[src/hw/frontend_pkg.sv]
package frontend_pkg;

    ////////////////////
    // widths
    ////////////////////

    // address and instruction width
    localparam int xlen = 32;
    // memory bus data width, two instructions per beat
    localparam int mem_data_width = 64;
    // response and reply tag width, tag 0 means no tag
    localparam int mem_tag_width = 4;
    // one owner entry per possible tag
    localparam int num_mem_tags = 16;

    // first fetch address after reset
    localparam logic [xlen-1:0] reset_pc = '0;
    // pc step per fetched instruction
    localparam logic [xlen-1:0] inst_bytes = 32'd4;

    ////////////////////
    // enums
    ////////////////////

    // memory bus command encoding
    typedef enum logic [1:0] {
        bus_none  = 2'b00,
        bus_load  = 2'b01,
        bus_store = 2'b10
    } bus_command_e;

    // who issued the load behind a tag
    typedef enum logic [1:0] {
        owner_none  = 2'b00,
        owner_data  = 2'b01,
        owner_fetch = 2'b10
    } mem_owner_e;

    // fetch FSM states
    typedef enum logic {
        fetch_idle = 1'b0,
        fetch_wait = 1'b1
    } fetch_state_e;

    ////////////////////
    // packed structs
    ////////////////////

    // request on the data port and on the memory bus
    typedef struct packed {
        bus_command_e              command;
        logic [xlen-1:0]           addr;
        logic [mem_data_width-1:0] data;
    } mem_req_t;

    // load reply routed back to one requester
    typedef struct packed {
        logic                      valid;
        logic [mem_data_width-1:0] data;
    } mem_reply_t;

    // one fetched instruction with its pc
    typedef struct packed {
        logic            valid;
        logic [xlen-1:0] pc;
        logic [xlen-1:0] inst;
    } fetch_packet_t;

endpackage

[src/hw/fetch_unit.sv]
`timescale 1ns/1ns

module fetch_unit (
    input  logic                          clock,
    input  logic                          reset,
    output logic                          fetch_request,
    output logic [frontend_pkg::xlen-1:0] fetch_addr,
    input  logic                          fetch_accepted,
    input  frontend_pkg::mem_reply_t      fetch_reply,
    output frontend_pkg::fetch_packet_t   fetch_packet
);

    ////////////////////
    // state
    ////////////////////

    // fetch FSM
    frontend_pkg::fetch_state_e state;
    frontend_pkg::fetch_state_e state_next;

    // program counter of the instruction being fetched
    logic [frontend_pkg::xlen-1:0] pc;
    logic [frontend_pkg::xlen-1:0] pc_next;

    // reply handed back for our outstanding fetch
    logic reply_taken;

    // instruction half of the returned beat
    logic [frontend_pkg::xlen-1:0] reply_inst;

    // fetch packet register
    logic                          packet_valid;
    logic [frontend_pkg::xlen-1:0] packet_pc;
    logic [frontend_pkg::xlen-1:0] packet_inst;

    ////////////////////
    // bus request
    ////////////////////

    // request is a level, held until the arbiter accepts it
    assign fetch_request = (state == frontend_pkg::fetch_idle);

    // address always follows the pc
    assign fetch_addr = pc;

    ////////////////////
    // reply handling
    ////////////////////

    // only one fetch in flight, so any routed reply is ours
    assign reply_taken = (state == frontend_pkg::fetch_wait) && fetch_reply.valid;

    // the 64-bit beat holds two words
    // pc bit 2 picks the upper one
    always_comb begin
        if (pc[2]) begin
            reply_inst = fetch_reply.data[2*frontend_pkg::xlen-1:frontend_pkg::xlen];
        end else begin
            reply_inst = fetch_reply.data[frontend_pkg::xlen-1:0];
        end
    end

    ////////////////////
    // next state
    ////////////////////

    always_comb begin
        state_next = state;
        pc_next    = pc;
        case (state)
            frontend_pkg::fetch_idle: begin
                // request went out on the bus this cycle
                if (fetch_accepted) begin
                    state_next = frontend_pkg::fetch_wait;
                end
            end
            frontend_pkg::fetch_wait: begin
                // word is back, move on to the next one
                if (fetch_reply.valid) begin
                    state_next = frontend_pkg::fetch_idle;
                    pc_next    = pc + frontend_pkg::inst_bytes;
                end
            end
            default: begin
                state_next = frontend_pkg::fetch_idle;
            end
        endcase
    end

    ////////////////////
    // registers
    ////////////////////

    // FSM and pc
    always_ff @(posedge clock or posedge reset) begin
        if (reset) begin
            state <= frontend_pkg::fetch_idle;
            pc    <= frontend_pkg::reset_pc;
        end else begin
            state <= state_next;
            pc    <= pc_next;
        end
    end

    // packet valid lasts one cycle
    always_ff @(posedge clock or posedge reset) begin
        if (reset) begin
            packet_valid <= 1'b0;
        end else begin
            packet_valid <= reply_taken;
        end
    end

    // packet payload, captured with the reply
    always_ff @(posedge clock) begin
        if (reply_taken) begin
            packet_pc   <= pc;
            packet_inst <= reply_inst;
        end
    end

    assign fetch_packet.valid = packet_valid;
    assign fetch_packet.pc    = packet_pc;
    assign fetch_packet.inst  = packet_inst;

    ////////////////////
    // assertions
    ////////////////////

    // arbiter only accepts a fetch that we are requesting
    accept_only_when_idle: assert property (
        @(posedge clock) disable iff (reset)
        fetch_accepted |-> (state == frontend_pkg::fetch_idle)
    );

    // owner table never routes a reply to us without a fetch in flight
    reply_only_when_waiting: assert property (
        @(posedge clock) disable iff (reset)
        fetch_reply.valid |-> (state == frontend_pkg::fetch_wait)
    );

endmodule

[src/hw/mem_port_arbiter.sv]
`timescale 1ns/1ns

module mem_port_arbiter (
    input  logic                                    clock,
    input  logic                                    reset,

    // load/store side
    input  frontend_pkg::mem_req_t                  data_req,
    output logic                                    data_accepted,
    output frontend_pkg::mem_reply_t                data_reply,

    // fetch side
    input  logic                                    fetch_request,
    input  logic [frontend_pkg::xlen-1:0]           fetch_addr,
    output logic                                    fetch_accepted,
    output frontend_pkg::mem_reply_t                fetch_reply,

    // tagged memory bus
    output frontend_pkg::mem_req_t                  mem_req,
    input  logic [frontend_pkg::mem_tag_width-1:0]  mem_response,
    input  logic [frontend_pkg::mem_tag_width-1:0]  mem_reply_tag,
    input  logic [frontend_pkg::mem_data_width-1:0] mem_reply_data
);

    ////////////////////
    // signals
    ////////////////////

    // data side holds a command this cycle
    logic data_active;

    // fetch side gets the bus this cycle
    logic fetch_active;

    // memory took whatever was on the bus
    logic bus_accepted;

    // accepted request is a load and needs an owner entry
    logic load_accepted;

    // owner recorded for a new load
    frontend_pkg::mem_owner_e req_owner;

    // owner of the tag of the incoming reply
    frontend_pkg::mem_owner_e reply_owner;

    // a reply is on the bus
    logic reply_present;

    // per-tag owner table, entry 0 stays unused
    frontend_pkg::mem_owner_e owner_table [frontend_pkg::num_mem_tags];

    ////////////////////
    // bus selection
    ////////////////////

    // data has priority, fetch stalls behind it
    assign data_active  = (data_req.command != frontend_pkg::bus_none);
    assign fetch_active = !data_active && fetch_request;

    always_comb begin
        if (data_active) begin
            mem_req = data_req;
        end else if (fetch_request) begin
            // fetch reads a whole beat at the pc
            mem_req.command = frontend_pkg::bus_load;
            mem_req.addr    = fetch_addr;
            mem_req.data    = '0;
        end else begin
            mem_req.command = frontend_pkg::bus_none;
            mem_req.addr    = '0;
            mem_req.data    = '0;
        end
    end

    ////////////////////
    // accept pulses
    ////////////////////

    // nonzero response tag means memory took it
    assign bus_accepted = (mem_response != '0);

    assign data_accepted  = data_active && bus_accepted;
    assign fetch_accepted = fetch_active && bus_accepted;

    // stores get a tag too but never reply
    assign load_accepted = bus_accepted && (mem_req.command == frontend_pkg::bus_load);

    always_comb begin
        if (data_active) begin
            req_owner = frontend_pkg::owner_data;
        end else begin
            req_owner = frontend_pkg::owner_fetch;
        end
    end

    ////////////////////
    // owner table
    ////////////////////

    // clear on reply, set on accepted load
    // set comes last so a tag reused in the same cycle keeps its new owner
    always_ff @(posedge clock or posedge reset) begin
        if (reset) begin
            for (int i = 0; i < frontend_pkg::num_mem_tags; i++) begin
                owner_table[i] <= frontend_pkg::owner_none;
            end
        end else begin
            if (reply_present) begin
                owner_table[mem_reply_tag] <= frontend_pkg::owner_none;
            end
            if (load_accepted) begin
                owner_table[mem_response] <= req_owner;
            end
        end
    end

    ////////////////////
    // reply routing
    ////////////////////

    assign reply_present = (mem_reply_tag != '0);
    assign reply_owner   = owner_table[mem_reply_tag];

    // data follows the bus, valid picks the side
    assign data_reply.valid  = reply_present && (reply_owner == frontend_pkg::owner_data);
    assign data_reply.data   = mem_reply_data;
    assign fetch_reply.valid = reply_present && (reply_owner == frontend_pkg::owner_fetch);
    assign fetch_reply.data  = mem_reply_data;

    ////////////////////
    // assertions
    ////////////////////

    // memory only replies under a tag that an earlier load was given
    reply_tag_owned: assert property (
        @(posedge clock) disable iff (reset)
        reply_present |-> (reply_owner != frontend_pkg::owner_none)
    );

    // memory does not reuse a tag before its reply, unless the reply is in this cycle
    response_tag_free: assert property (
        @(posedge clock) disable iff (reset)
        (bus_accepted && (mem_req.command != frontend_pkg::bus_none))
            |-> (owner_table[mem_response] == frontend_pkg::owner_none)
                || (mem_reply_tag == mem_response)
    );

endmodule

[src/hw/mem_frontend.sv]
`timescale 1ns/1ns

module mem_frontend (
    input  logic                                    clock,
    input  logic                                    reset,

    // load/store side of the core
    input  frontend_pkg::mem_req_t                  data_req,
    output logic                                    data_accepted,
    output frontend_pkg::mem_reply_t                data_reply,

    // fetched instructions toward decode
    output frontend_pkg::fetch_packet_t             fetch_packet,

    // shared tagged memory bus
    output frontend_pkg::mem_req_t                  mem_req,
    input  logic [frontend_pkg::mem_tag_width-1:0]  mem_response,
    input  logic [frontend_pkg::mem_tag_width-1:0]  mem_reply_tag,
    input  logic [frontend_pkg::mem_data_width-1:0] mem_reply_data
);

    ////////////////////
    // fetch wires
    ////////////////////

    // fetch request level and its address
    logic                          fetch_request;
    logic [frontend_pkg::xlen-1:0] fetch_addr;

    // accept pulse, low while data holds the bus
    logic                          fetch_accepted;

    // reply routed back by tag
    frontend_pkg::mem_reply_t      fetch_reply;

    ////////////////////
    // fetch unit
    ////////////////////

    fetch_unit fetch_unit_0 (
        .clock          (clock),
        .reset          (reset),
        .fetch_request  (fetch_request),
        .fetch_addr     (fetch_addr),
        .fetch_accepted (fetch_accepted),
        .fetch_reply    (fetch_reply),
        .fetch_packet   (fetch_packet)
    );

    ////////////////////
    // bus arbiter
    ////////////////////

    // data first, then fetch, replies routed by owner table
    mem_port_arbiter mem_port_arbiter_0 (
        .clock          (clock),
        .reset          (reset),
        .data_req       (data_req),
        .data_accepted  (data_accepted),
        .data_reply     (data_reply),
        .fetch_request  (fetch_request),
        .fetch_addr     (fetch_addr),
        .fetch_accepted (fetch_accepted),
        .fetch_reply    (fetch_reply),
        .mem_req        (mem_req),
        .mem_response   (mem_response),
        .mem_reply_tag  (mem_reply_tag),
        .mem_reply_data (mem_reply_data)
    );

endmodule

[config.mk]
export PLATFORM = sky130hd
export DESIGN_NAME = mem_frontend
export DESIGN_NICKNAME = d
export VERILOG_FILES = /design/src/hw/frontend_pkg.sv /design/src/hw/fetch_unit.sv /design/src/hw/mem_port_arbiter.sv /design/src/hw/mem_frontend.sv
export SDC_FILE = /design/constraint.sdc
export NUM_CORES = 1
export LEC_CHECK = 0
export ABC_AREA = 1
export BUFFER_PORTS_ARGS = -buffer_cell sky130_fd_sc_hd__clkbuf_2
export CORE_AREA = 2 2 155 157
export DETAILED_ROUTE_END_ITERATION = 16
export DIE_AREA = 0 0 157 159
export PLACE_DENSITY = 0.62
export SETUP_SLACK_MARGIN = 0.2
export SYNTH_ARGS = -nofsm -noshare
export SYNTH_HDL_FRONTEND = slang
export SYNTH_SLANG_ARGS = --single-unit
[constraint.sdc]
create_clock -name clock -period 5.7 [get_ports clock]
set_input_delay 0.57 -clock clock [delete_from_list [all_inputs] [get_ports clock]]
set_output_delay 0.57 -clock clock [all_outputs]
set_load 0.01 [all_outputs]
# After elaboration in Yosys (flattened, before gate mapping)
# Index checks and enable logic that the tools add are counted.
# classes
n_addsub	1
multipliers	0
n_div	0
magnitude_cmp	4
eq_ne	3
shifts	0
muxes	17
n_bitwise	5
n_reduce_logical	14
# ops
cell	n
$mux 98	1
$mux 97	1
$mux 32	3
$add 32x3->32 const B	1
$and 32x32->32	1
$bwmux 32	1
$not 32->32	1
$demux 2 s4	2
$ge 5x5->1 const B	2
$lt 5x1->1 const B	2
$mux 2	5
$not 4->5	2
$logic_and 1x1->1	9
$bmux 2 s4	1
$reduce_bool 4->1	2
$eq 2x1->1 const B	2
$eq 2x2->1 const B	1
$mux 1	2
$pmux 1 s2	1
$reduce_and 2->1	1
$reduce_bool 2->1	1
$logic_not 1->1	1
$not 1->1	1
# word_totals
register_bits	130
latch_bits	0
ram_bits	0
romBits	0
input_bits	172
out_inout_bits	229
word_cells	65
memories	0

# Logic depth before layout (Yosys ltp)
# Gate-level depths: netlist of run 1.
# depth
depth_word	10
ltp_mapped	14

# By module
# From an unflattened synthesis of run 1, not the netlist that was laid out.
# hier_totals
hier_cells	1049
area_unflattened_um2	7975.1
# by_module_without_submodules
mod	instances	cells_each	area_each_um2
fetch_unit	1	395	4077.7
mem_port_arbiter	1	654	3897.5

# Worst setup path after synthesis of run 1
# Ideal clock, no wire load.
# synth_timing
path_type	input to register
start	in mem_reply_tag[0] in the netlist's numbering
end	reg fetch_unit_0.packet_inst[0] in the netlist's numbering (enable)
setup_ps	417
t_arrival_ps	2720
path_slack_ps	2563
stages	13
n_path_buf	2
path_cell_list	inv_2 -> buf_2 -> nand2_1 -> nand2_1 -> nand2_1 -> nand2_1 -> nand2_1 -> nand2_1 -> inv_2 -> nand2_4 -> nand3_4 -> buf_6 -> inv_1
# synth_between
elab_chain_cells	7
elab_cells_between_ends	8
# synth_rtl
element	line_no	text
start: declaration	mem_frontend.sv:18	input logic [frontend_pkg::mem_tag_width-1:0] mem_reply_tag,
$not 4->5 (implied by the code)	mem_port_arbiter.sv:123	assign reply_owner = owner_table[mem_reply_tag];
$bmux 2 s4	mem_port_arbiter.sv:123	
$mux 2 (implied by the code) (2 in series)	mem_port_arbiter.sv:123	
$eq 2x2->1	mem_port_arbiter.sv:128	assign fetch_reply.valid = reply_present && (reply_owner == frontend_pkg::owner_fetch);
$logic_and 1x1->1 *	mem_port_arbiter.sv:128	
$logic_and 1x1->1 *	fetch_unit.sv:51	assign reply_taken = (state == frontend_pkg::fetch_wait) && fetch_reply.valid;
via fetch_unit_0.reply_taken	fetch_unit.sv:26	logic reply_taken;
end signal: assignment	fetch_unit.sv:118	packet_inst <= reply_inst;
end: declaration	fetch_unit.sv:34	logic [frontend_pkg::xlen-1:0] packet_inst;
# The timed path passes the listed nets; every way through them passes the cells marked *. The select of a mux whose other input is x is not followed.
# A chain may end at the register's enable or synchronous reset.

# Final worst setup path of run 1
# layout_timing
start	in mem_reply_tag[0] in the netlist's numbering
end	reg fetch_unit_0.packet_inst[6] in the netlist's numbering (enable)
# Same word-level chain as after synthesis.

==> results of run 1 <==
cell type report:
cell class | instances | area [um2]
inverter | 117 | 439
sequential | 126 | 3460
fill | 2468 | 13200
tap | 319 | 399
timing repair buffer | 405 | 2040
multi-input combinational | 714 | 3010
clock inverter | 15 | 163
clock buffer | 17 | 425
worst reg2reg max path: cells and delay by family, from the launching register on:
family	cells	cell delay, ns
flip-flops	1	0.39
AND/OR/NAND/NOR	8	1.49
buffers and inverters	2	1.16
cells in the mapped netlist:
| master | n | area, um2 |
|---|---|---|
| a21oi_1 | 15 | 75.1 |
| buf_2 | 11 | 55.1 |
| buf_4 | 70 | 526 |
| buf_6 | 4 | 45.0 |
| clkbuf_1 | 27 | 101 |
| clkinv_1 | 1 | 3.75 |
| conb_1 | 1 | 3.75 |
| dfrtp_1 | 64 | 1600 |
| edfxtp_1 | 62 | 1860 |
| ha_1 | 1 | 12.5 |
| inv_1 | 112 | 420 |
| inv_2 | 4 | 15.0 |
| nand2_1 | 420 | 1580 |
| nand2_4 | 1 | 11.3 |
| nand3_1 | 41 | 205 |
| nand3_4 | 1 | 17.5 |
| nand4_1 | 30 | 188 |
| nor2_1 | 139 | 522 |
| nor2_2 | 1 | 6.26 |
| nor2_4 | 1 | 11.3 |
| nor3_1 | 4 | 20.0 |
| o21ai_0 | 42 | 210 |
| o21bai_1 | 1 | 7.51 |
| xnor2_1 | 2 | 17.5 |
| xor2_1 | 13 | 114 |
sequential cells by signal (all words and copies together) (netlist names):
name and flops:
fetch_unit_0.state 1, fetch_unit_0.fetch_addr 30, fetch_unit_0.packet_inst 32, fetch_unit_0.packet_pc 30
mem_port_arbiter_0.owner_table 32, fetch_unit_0.packet_valid 1
path summary, 6_finish.rpt:
| check | to | start |
|---|---|---|
| max in group asynchronous | mem_port_arbiter_0.owner_table[18] | reset |
| hold / removal | fetch_unit_0.packet_valid | reset |
| min in group clock | mem_port_arbiter_0.owner_table[30] | mem_port_arbiter_0.owner_table[30] |
| setup reg to reg | fetch_unit_0.packet_inst[6] | mem_port_arbiter_0.owner_table[28] |
| setup / recovery | fetch_unit_0.packet_inst[6] | mem_reply_tag[0] |
| hold reg to reg | mem_port_arbiter_0.owner_table[30] | mem_port_arbiter_0.owner_table[30] |
routing by layer:
metal | routed length [um] | share of wire (%) | track usage, % | vias up
li1 | - | - | - | 3862
met4 | 345 | 1.3 | 4.75 | 0
met5 | 0 | 0 | 0 | -
met2 | 12200 | 46 | 32.0 | 195
met1 | 12900 | 49 | 31.7 | 3490
met3 | 1090 | 4.1 | 3.48 | 20
logic make-up after synthesis:
family,Yosys count,synth area share (%)
AND/OR/NAND/NOR,638,33.5
buffers and inverters,229,15.3
flip-flops,126,45.4
AO/OA/AOI/OAI,58,3.84
XOR/XNOR,15,1.72
adder cells (fa/ha/maj),1,0.164
other,1,0.0492
through the flow:
step           worst slack [ns]  hold WS, ns  cell area [um2]
2_1_floorplan              2.56        0.420             7630
3_3_place_gp               1.64        0.370             9360
3_5_place_dp               1.56        0.369             9360
4_1_cts                    2.00        0.382             9940
5_1_grt                    1.60        0.398             9940
6_report                   2.00        0.344             9940
where the power goes:
group	leakage, nW	internal [mW]	switching, mW	total, mW
sequential	1.41	1.04	0.0454	1.09
combinational	3.73	0.200	0.409	0.609
clock	0.269	0.649	0.437	1.09
total	5.42	1.89	0.892	2.78
==> results.md, run 1 <==
- Status: completed
- Clk_lat worst skew: 0.42 ns
- Critical path required time: 5.81 ns
- Number of global-route vias before repair: 7111
- Gr ovfl total: 0
- Yosys warnings: 0
- Max Cap Viol: 0
- Post-Syn Area: 7630 um2
- First-pass DRT Iterations: 6
- Share of post-route cells with drive strength above 1: 32.2%
- Setup TNS: 0 ns
- Cell mode on critical path: nand2_1
- Die Width: 157 um
- Cells after Synth: 1068
- Static Leak: 5.42 nW
- Htree depth: 4
- CTS Sinks: 126
- Most common cell after layout, fill and taps aside: nand2_1
- IO Count: 401
- Die Area: 25000 um2
- CP Max Fanout: 36
- Routed Antenna Nets: 0
- Initial Util: 32.9%
- Number of diodes: 0
- CTS tree: done
- First-pass GRT wire length: 40800 um
- GP Congestion: 0.889
- Row count: 56
- GR Util All Layers: 21.2%
- Worst-margin pin slew: 0.854 ns
- Cts hold-fix bufs: 0
- Initial antenna violation count: 0
- Die H: 159 um
- RSZ-0062 raised after global routing: no
- Clk root buf: clkbuf_16
- Hold Crit Class: primary input to asynchronous set/reset pin
- Crit. path cell count: 12
- Final setup fails: 0
- Placed cells: 1681
- Area delta synth->final: 30.4%
- Min Tclk post-route: 3.70 ns
- CTS Buffer Depth: 2
- Overall routed net length: 26600 um
- Post-DP HPWL: 20700 um
- PD cells: 280 nW/um2
- Setup slack, reg-to-reg: 2.36 ns
- Most frequent cells in the layout: nand2_1, clkbuf_2, nor2_1
- Max VDD drop: 0.000210 V
- CP peak stage delay: 0.76 ns
- Buffers & Inverters on Critical Path: 4
- Kind of cell adding the most delay to the critical path: buffers and inverters
- Total Power: 2.78 mW
- Distinct cells, synth: 25
- CP Data Arrival Time: 3.81 ns
- Slowest stage cell on the critical path: inv_2
- Relative slew slack: 43.1%
- Starting DRT DRC Count: 553
- Tcrit/Tclk final: 65.0%
- Largest net degree at the start of global routing: 81
- Non-Filler Instances: 1713
- Post-CTS sizing: 0
- CP cell instances: clkbuf_2, inv_2, nand2_1, nand2_1, nand2_1, nand2_1, nand2_1, nand2_1, nor2_4, nand3_4, inv_2, buf_4
- Vias: 7567
- #FFs+latches synth: 126
- Final layout net count: 1554
- CP endpoint kind: flop
- Fin. Hold Viols: 0
- WL/cell: 15.5 um
- Post-CTS Setup Bufs: 0
- Startpoint types: primary input
- Vias/cell: 4.42
- CP Class: primary input to flop
- DRC Markers: 0
- Post-synthesis sequential area ratio: 45.4%
- Syn avg cell area: 7.14 um2
- Cts bufs inserted: 17
- Worst Clk Skew: 0.00859 ns
- Port buffer count: 398
- Final Max Tran Viols: 0
- Core region area: 23200 um2
- Final core utilization: 42.9%
- Max frequency: 270 MHz
- Worst reg2reg path depth: 10
- Clk slew on worst S/H paths: 0.06 ns
Power figures use the tool's default switching activity.
==> run 2: changes to the inputs <==
--- a/config.mk
+++ b/config.mk
@@ -5,12 +5,12 @@
 export SDC_FILE = /design/constraint.sdc
 export NUM_CORES = 1
 export LEC_CHECK = 0
-export ABC_AREA = 1
+export ABC_AREA = 0
 export BUFFER_PORTS_ARGS = -buffer_cell sky130_fd_sc_hd__clkbuf_2
-export CORE_AREA = 2 2 155 157
+export CORE_AREA = 2 2 156 158
 export DETAILED_ROUTE_END_ITERATION = 16
-export DIE_AREA = 0 0 157 159
-export PLACE_DENSITY = 0.62
+export DIE_AREA = 0 0 158 160
+export PLACE_DENSITY = 0.61
 export SETUP_SLACK_MARGIN = 0.2
 export SYNTH_ARGS = -nofsm -noshare
 export SYNTH_HDL_FRONTEND = slang
==> constraint.sdc (replaced) <==
create_clock -name clock -period 3.3 [get_ports clock]
set_input_delay 0.33 -clock clock [delete_from_list [all_inputs] [get_ports clock]]
set_output_delay 0.33 -clock clock [all_outputs]
set_load 0.01 [all_outputs]
==> results.md, run 2 <==
- Total Power: 4.70 mW (+69%)
- Buffers & Inverters on Critical Path: 1 (-3)
- CP peak stage delay: 0.49 ns (-0.27 ns)
- Area leader, netlist: edfxtp_1
- Hold Crit Class: primary input to asynchronous set/reset pin
- Status: completed
- Top post-synthesis cells by count: nand2_1, and2_1, buf_4, dfrtp_1, edfxtp_1
- GR Util All Layers: 16.8% (-4.4 points)
- Largest net degree at the start of global routing: 81 (unchanged)
- Overall routed net length: 21800 um (-18%)
- Post-CTS sizing: 0 (unchanged)
- Startpoint types: flop
- Starting DRT DRC Count: 255 (-54%)
- Vias/cell: 4.44 (+0.60%)
- Static Leak: 4.57 nW (-16%)
- Hold Worst Slack: 0.0160 ns (-0.328 ns)
- Vias: 5835 (-23%)
- WL/cell: 16.6 um (+7.2%)
- Setup slack, reg-to-reg: 1.11 ns (-1.25 ns)
- Fin. Hold Viols: 0 (unchanged)
- CP endpoint kind: output port
- Routed Antenna Nets: 0 (unchanged)
- Critical path required time: 2.97 ns (-2.84 ns)
- Setup TNS: 0 ns (unchanged)
- Clk slew on worst S/H paths: 0.06 ns (about the same)
- Clk_lat worst skew: 0.42 ns (about the same)
- Slowest stage cell on the critical path: o41ai_1
- Post-CTS Setup Bufs: 0 (unchanged)
- Worst-margin pin slew: 0.797 ns (-0.0577 ns)
- CP Max Fanout: 2 (-94%)
- Tcrit/Tclk final: 79.4%
- Cells after Synth: 655 (-39%)
- Port buffer count: 398 (unchanged)
- Largest registers: fetch_unit_0.packet_inst: 32 flops, mem_port_arbiter_0.owner_table: 32 flops
- Die Width: 158 um (+0.64%)
- Share of post-route cells with drive strength above 1: 49.1% (+17 points)
- Max frequency: 382 MHz
- Die Area: 25300 um2 (+1.3%)
- Post-DP HPWL: 16700 um (-19%)
- DRC Markers: 0 (unchanged)
- Most common cell after layout, fill and taps aside: clkbuf_2
- CP cell instances: mux4_2, mux2_2, o41ai_1, clkbuf_2
- Final layout net count: 1148 (-26%)
- Htree depth: 4 (unchanged)
- Worst Clk Skew: 0.00935 ns (+0.000762 ns)
- Core region area: 23800 um2 (+2.7%)
- Synth Flop Type: dfrtp_1
- Sw Pwr: 1.38 mW (+55%)
- Final setup fails: 0 (unchanged)
- Syn avg cell area: 10.6 um2 (+48%)
- Area delta synth->final: 35.4%
- Initial antenna violation count: 2 (+2)
- Top cell type's share of synthesized area: 26.9% (+2.5 points)
- Final Max Tran Viols: 0 (unchanged)
- Gr ovfl total: 0 (unchanged)
- Most frequent cells in the layout: clkbuf_2, nand2_1, and2_1
- First-pass GRT wire length: 32300 um (-21%)
- Sequential share of power: 39.1% (about the same)
- Distinct cells, synth: 39 (+56%)
- Cts bufs inserted: 17 (unchanged)
- #FFs+latches synth: 126 (unchanged)
- Max Cap Viol: 0 (unchanged)
- Internal power: 3.32 mW (+76%)
- Clk network pwr share: 40.5% (+1.5 points)
- Min Tclk post-route: 2.62 ns
- Number of global-route vias before repair: 5631 (-21%)
- Post-synthesis sequential area ratio: 50.1% (+4.7 points)
- First-pass DRT Iterations: 4 (-2)
- Non-Filler Instances: 1313 (-23%)
- Max VDD drop: 0.000323 V (+53%)
- Sw frac: 29.3% (-2.7 points)
- Initial Util: 29.0% (-3.9 points)
- CTS Sinks: 126 (unchanged)
- RSZ-0062 raised after global routing: no
- Asr flop ratio synth: 50.8% (unchanged)
- Placed cells: 1280 (-24%)
- CTS tree: done
- Post-Syn Area: 6920 um2 (-9.3%)
- GP Congestion: 0.824 (-7.3%)
- Leading post-synthesis cells by cell area: edfxtp_1, dfrtp_1, buf_4, and2_1, mux2_2
- Post-synth EDFFs: 62 (unchanged)
- Yosys warnings: 0 (unchanged)
- CP Data Arrival Time: 2.29 ns (-1.52 ns)
- IO Count: 401 (unchanged)
- Relative slew slack: 46.9% (+3.8 points)
- Die H: 160 um (+0.63%)
- Logic gate share of total power: 20.4% (-1.5 points)
- CTS Buffer Depth: 2 (unchanged)
- Row count: 57 (+1.8%)
- Kind of cell adding the most delay to the critical path: multiplexers
- PD cells: 501 nW/um2 (+79%)
- Cts hold-fix bufs: 0 (unchanged)
- CP Class: flop to output port
- Dominant cell by count in the synthesized netlist: nand2_1
- Clk root buf: clkbuf_16
[run 2: cell types whose count changed in the layout (fill, tap and decap cells not counted), sizes merged, moves of 8 or more]
cell and change:
nor2 -123, xor2 -12, mux2i +9, nand2 -325
mux2 +35, nand3 -21, inv -107, nand4 -17
nand3b +31, mux4 +8, xnor2 +26, and2 +69
a21oi -11
[run 2: final timing paths]
| check | startpoint | endpoint | cells past startpoint |
|---|---|---|---|
| max in group asynchronous | reset | mem_port_arbiter_0.owner_table[10] | 3 |
| min in group clock | mem_reply_data[27] | fetch_unit_0.packet_inst[27] | 2 |
| worst min register to register | mem_port_arbiter_0.owner_table[31] | mem_port_arbiter_0.owner_table[31] | 0 |
| worst max register to register | mem_port_arbiter_0.owner_table[12] | fetch_unit_0.fetch_addr[3] | 6 |
| worst max-delay path | mem_port_arbiter_0.owner_table[21] | data_reply[64] | 4 |
| worst min-delay path | reset | fetch_unit_0.fetch_addr[2] | 2 |
[run 2: cells by family (layout without fill, tap and decap cells)]
| family | count (synthesis) | in the layout | synth area share, % |
|---|---|---|---|
| XOR/XNOR | 29 | 29 | 3.67 |
| AO/OA/AOI/OAI | 59 | 59 | 4.72 |
| AND/OR/NAND/NOR | 277 | 277 | 21.3 |
| buffers and inverters | 110 | 442 | 10.1 |
| flip-flops | 126 | 126 | 50.1 |
| other | 1 | 3 | 0.0542 |
| multiplexers | 52 | 52 | 9.88 |
| adder cells (fa/ha/maj) | 1 | 1 | 0.181 |
[run 2: stage by stage]
stage,instance area [um2],worst slack [ns],util [%]
after global routing,9370,0.610,39.3
after floorplan,6920,0.817,-
final,9370,0.681,39.3
after detailed placement,8770,0.760,36.8
after CTS,9360,0.654,39.3
after global placement,8770,0.780,36.8
[run 2: cell type report]
class	instances	area (um2)
Multi-Input combinational cell	420	2770
Inverter	3	11.3
Timing Repair Buffer	407	2120
Clock inverter	15	169
Tap cell	324	405
Clock buffer	17	425
Fill cell	2418	14500
Sequential cell	126	3460
Antenna cell	1	2.50
[run 2: per-layer routing]
metal / global-route usage (%) / vias to the layer above / share of wire [%]
li1: - / 2834 / -
met5: 0 / - / 0
met1: 22.1 / 2780 / 44
met4: 4.59 / 0 / 1.5
met3: 3.99 / 20 / 5.6
met2: 27.7 / 201 / 49
[run 2: worst register-to-register path, delay by kind of cell, from the launching register on]
kind,cells,cell delay [ns]
buffers and inverters,1,0.22
and+or+nand+nor,1,0.14
muxes,3,1.16
AOI/OAI and AO/OA,1,0.19
DFF,1,0.38
[run 2: power by group through the flow]
stage | Sequential (mW) | Clock (mW) | Combinational [mW]
after floorplan | 1.86 | 0 | 0.630
after global placement | 1.87 | 0 | 0.958
after detailed placement | 1.87 | 0 | 0.968
after CTS | 1.84 | 1.95 | 0.970
after global routing | 1.85 | 2.02 | 1.04
final | 1.84 | 1.90 | 0.957
==> run 3: changes to the inputs <==
--- a/config.mk
+++ b/config.mk
@@ -10,7 +10,7 @@
 export CORE_AREA = 2 2 156 158
 export DETAILED_ROUTE_END_ITERATION = 16
 export DIE_AREA = 0 0 158 160
-export PLACE_DENSITY = 0.61
+export PLACE_DENSITY = 0.58
 export SETUP_SLACK_MARGIN = 0.2
 export SYNTH_ARGS = -nofsm -noshare
 export SYNTH_HDL_FRONTEND = slang
==> constraint.sdc (replaced) <==
create_clock -name clock -period 2.58 [get_ports clock]
set_input_delay 0.258 -clock clock [delete_from_list [all_inputs] [get_ports clock]]
set_output_delay 0.258 -clock clock [all_outputs]
set_load 0.01 [all_outputs]
==> results.md, run 3 (synthesis gave the netlist of run 2 again) <==
- Post-Place Setup Slack: 0.106 ns (-0.654 ns)
- Die Area: 25300 um2 (unchanged)
- Port buffer count: 398 (unchanged)
- PD cells: 648 nW/um2 (+29%)
- CP peak stage delay: 0.48 ns (about the same)
- Vias: 5831 (-0.069%)
- Kind of cell adding the most delay to the critical path: multiplexers
- CTS Buffer Depth: 2 (unchanged)
- CP Data Arrival Time: 2.04 ns (-0.25 ns)
- Tcrit/Tclk final: 89.1%
- Static Leak: 4.63 nW (+1.2%)
- Status: completed
- Slowest stage cell on the critical path: mux4_2
- Worst-margin pin slew: 0.637 ns (-0.159 ns)
- Overall routed net length: 21800 um (-0.21%)
- WL met3: 1380 um (+12%)
- Htree depth: 4 (unchanged)
- Min Tclk post-route: 2.30 ns
- Share of post-route cells with drive strength above 1: 49.3% (+0.21 points)
- RSZ-0062 raised after global routing: no
- Final setup fails: 0 (unchanged)
- Critical path required time: 2.32 ns (-0.65 ns)
- CP cell instances: mux4_2, mux2_2, o41ai_4, buf_2
- First-pass GRT wire length: 32400 um (+0.15%)
- Register area: 3460 um2 (unchanged)
- Worst Clk Skew: 0.00938 ns (+0.0000309 ns)
- Core region area: 23800 um2 (unchanged)
- Max VDD drop: 0.000350 V (+8.4%)
- Setup WS post-layout: 0.282 ns (-0.399 ns)
- Initial Util: 29.0% (unchanged)
- Gr ovfl total: 0 (unchanged)
- First-pass DRT Iterations: 4 (unchanged)
- Most frequent cells in the layout: clkbuf_2, nand2_1, and2_1
- Relative slew slack: 57.5% (+11 points)
- Vias/cell: 4.42 (-0.52%)
- Area of the multi-input gates: 2790 um2 (+0.68%)
- Clk_lat worst skew: 0.41 ns (about the same)
- Cts bufs inserted: 17 (unchanged)
- DRC Markers: 0 (unchanged)
- Setup TNS: 0 ns (unchanged)
- Die Width: 158 um (unchanged)
- Post-CTS Setup Bufs: 0 (unchanged)
- Largest net degree at the start of global routing: 73 (-9.9%)
- Fin. Hold Viols: 0 (unchanged)
- GR Util All Layers: 16.8% (-0.078 points)
- GP Congestion: 0.778 (-5.5%)
- Routed Antenna Nets: 0 (unchanged)
- Buffers & Inverters on Critical Path: 1 (unchanged)
- IO Count: 401 (unchanged)
- CP Max Fanout: 2 (unchanged)
- Die H: 160 um (unchanged)
- Met2 WL post-DR: 10800 um (+0.75%)
- Metal1 wirelength: 9400 um (-1.7%)
- Starting DRT DRC Count: 294 (+15%)
- Startpoint types: flop
- CP endpoint kind: output port
- CTS tree: done
- CTS Sinks: 126 (unchanged)
- Initial antenna violation count: 0 (-2)
- Row count: 57 (unchanged)
- Final Max Tran Viols: 0 (unchanged)
- Number of global-route vias before repair: 5635 (+0.071%)
- Clk root buf: clkbuf_16
- Max frequency: 435 MHz
- Hold Crit Class: primary input to flop
- Area delta synth->final: 37.1%
- Clk slew on worst S/H paths: 0.06 ns (about the same)
- Most common cell after layout, fill and taps aside: clkbuf_2
- Final layout net count: 1154 (+0.52%)
- # fillers: 2401 (-0.70%)
- Max Cap Viol: 0 (unchanged)
- Largest registers: fetch_unit_0.packet_inst: 32 flops, mem_port_arbiter_0.owner_table: 32 flops
- CP Class: flop to output port
- Uppermost layer routed: met4
- WL/cell: 16.5 um (-0.66%)
- Post-DP HPWL: 16800 um (+0.63%)
[run 3: changes by cell type in the layout (fill, tap and decap cells not counted), sizes merged]
cell / before / now
buf: 9 / 15
bufinv: 1 / 4
clkbuf: 415 / 416
clkinv: 2 / 5
dlygate4sd3: 0 / 1
inv: 13 / 5
[run 3: worst paths after layout]
kind / endpoint / depth (start not counted) / slack (ns) / from
worst min register to register: mem_port_arbiter_0.owner_table[31] / 0 / 0.37 / mem_port_arbiter_0.owner_table[31]
worst max register to register: fetch_unit_0.fetch_addr[3] / 6 / 0.34 / mem_port_arbiter_0.owner_table[28]
worst max-delay path: data_reply[64] / 4 / 0.28 / mem_port_arbiter_0.owner_table[29]
max in group asynchronous: mem_port_arbiter_0.owner_table[21] / 4 / 1.48 / reset
worst min-delay path: fetch_unit_0.packet_inst[3] / 2 / 0.17 / mem_reply_data[35]
min in group asynchronous: mem_port_arbiter_0.owner_table[9] / 3 / 0.49 / reset
[run 3: final cells by class]
type	instances	share of cell area (%)
sequential	126	36.5
multi-input combinational	420	29.4
antenna	1	0.0264
inverter	3	0.119
clock inverter	13	1.99
timing repair buffer	413	23.0
tap	324	4.27
clock buffer	19	4.67
[run 3: report_power, final]
| group | leakage, nW | internal, mW | switching (mW) |
|---|---|---|---|
| Clock | 0.304 | 1.65 | 0.896 |
| Combinational | 2.85 | 0.604 | 0.648 |
| Sequential | 1.47 | 2.27 | 0.0754 |
| Total | 4.63 | 4.53 | 1.62 |
[run 3: per-layer routing]
| layer | GRT usage (%) | up-vias |
|---|---|---|
| met5 | 0 | - |
| met4 | 3.32 | 0 |
| met3 | 3.93 | 11 |
| met2 | 28.1 | 196 |
| met1 | 22.2 | 2771 |
| li1 | - | 2853 |
[run 3: through the flow]
stage                     power [mW]  cells  hold WS, ns  util (%)  area, um2
after CTS                       6.23   1318        0.150      39.8       9480
after global placement          3.63   1285        0.359      37.0       8820
after floorplan                 3.18    656        0.422         -       6920
final                           6.15   1319        0.169      39.8       9480
after detailed placement        3.64   1285        0.361      37.0       8820
after global routing            6.45   1318        0.150      39.8       9480
[run 3: repair_timing]
action                     in CTS  in global routing
setup endpoints to repair       1                  1
gates resized for setup         2                  1
hold endpoints to repair       24                  0
pin swaps                       1                  0
hold buffers                    1                  0
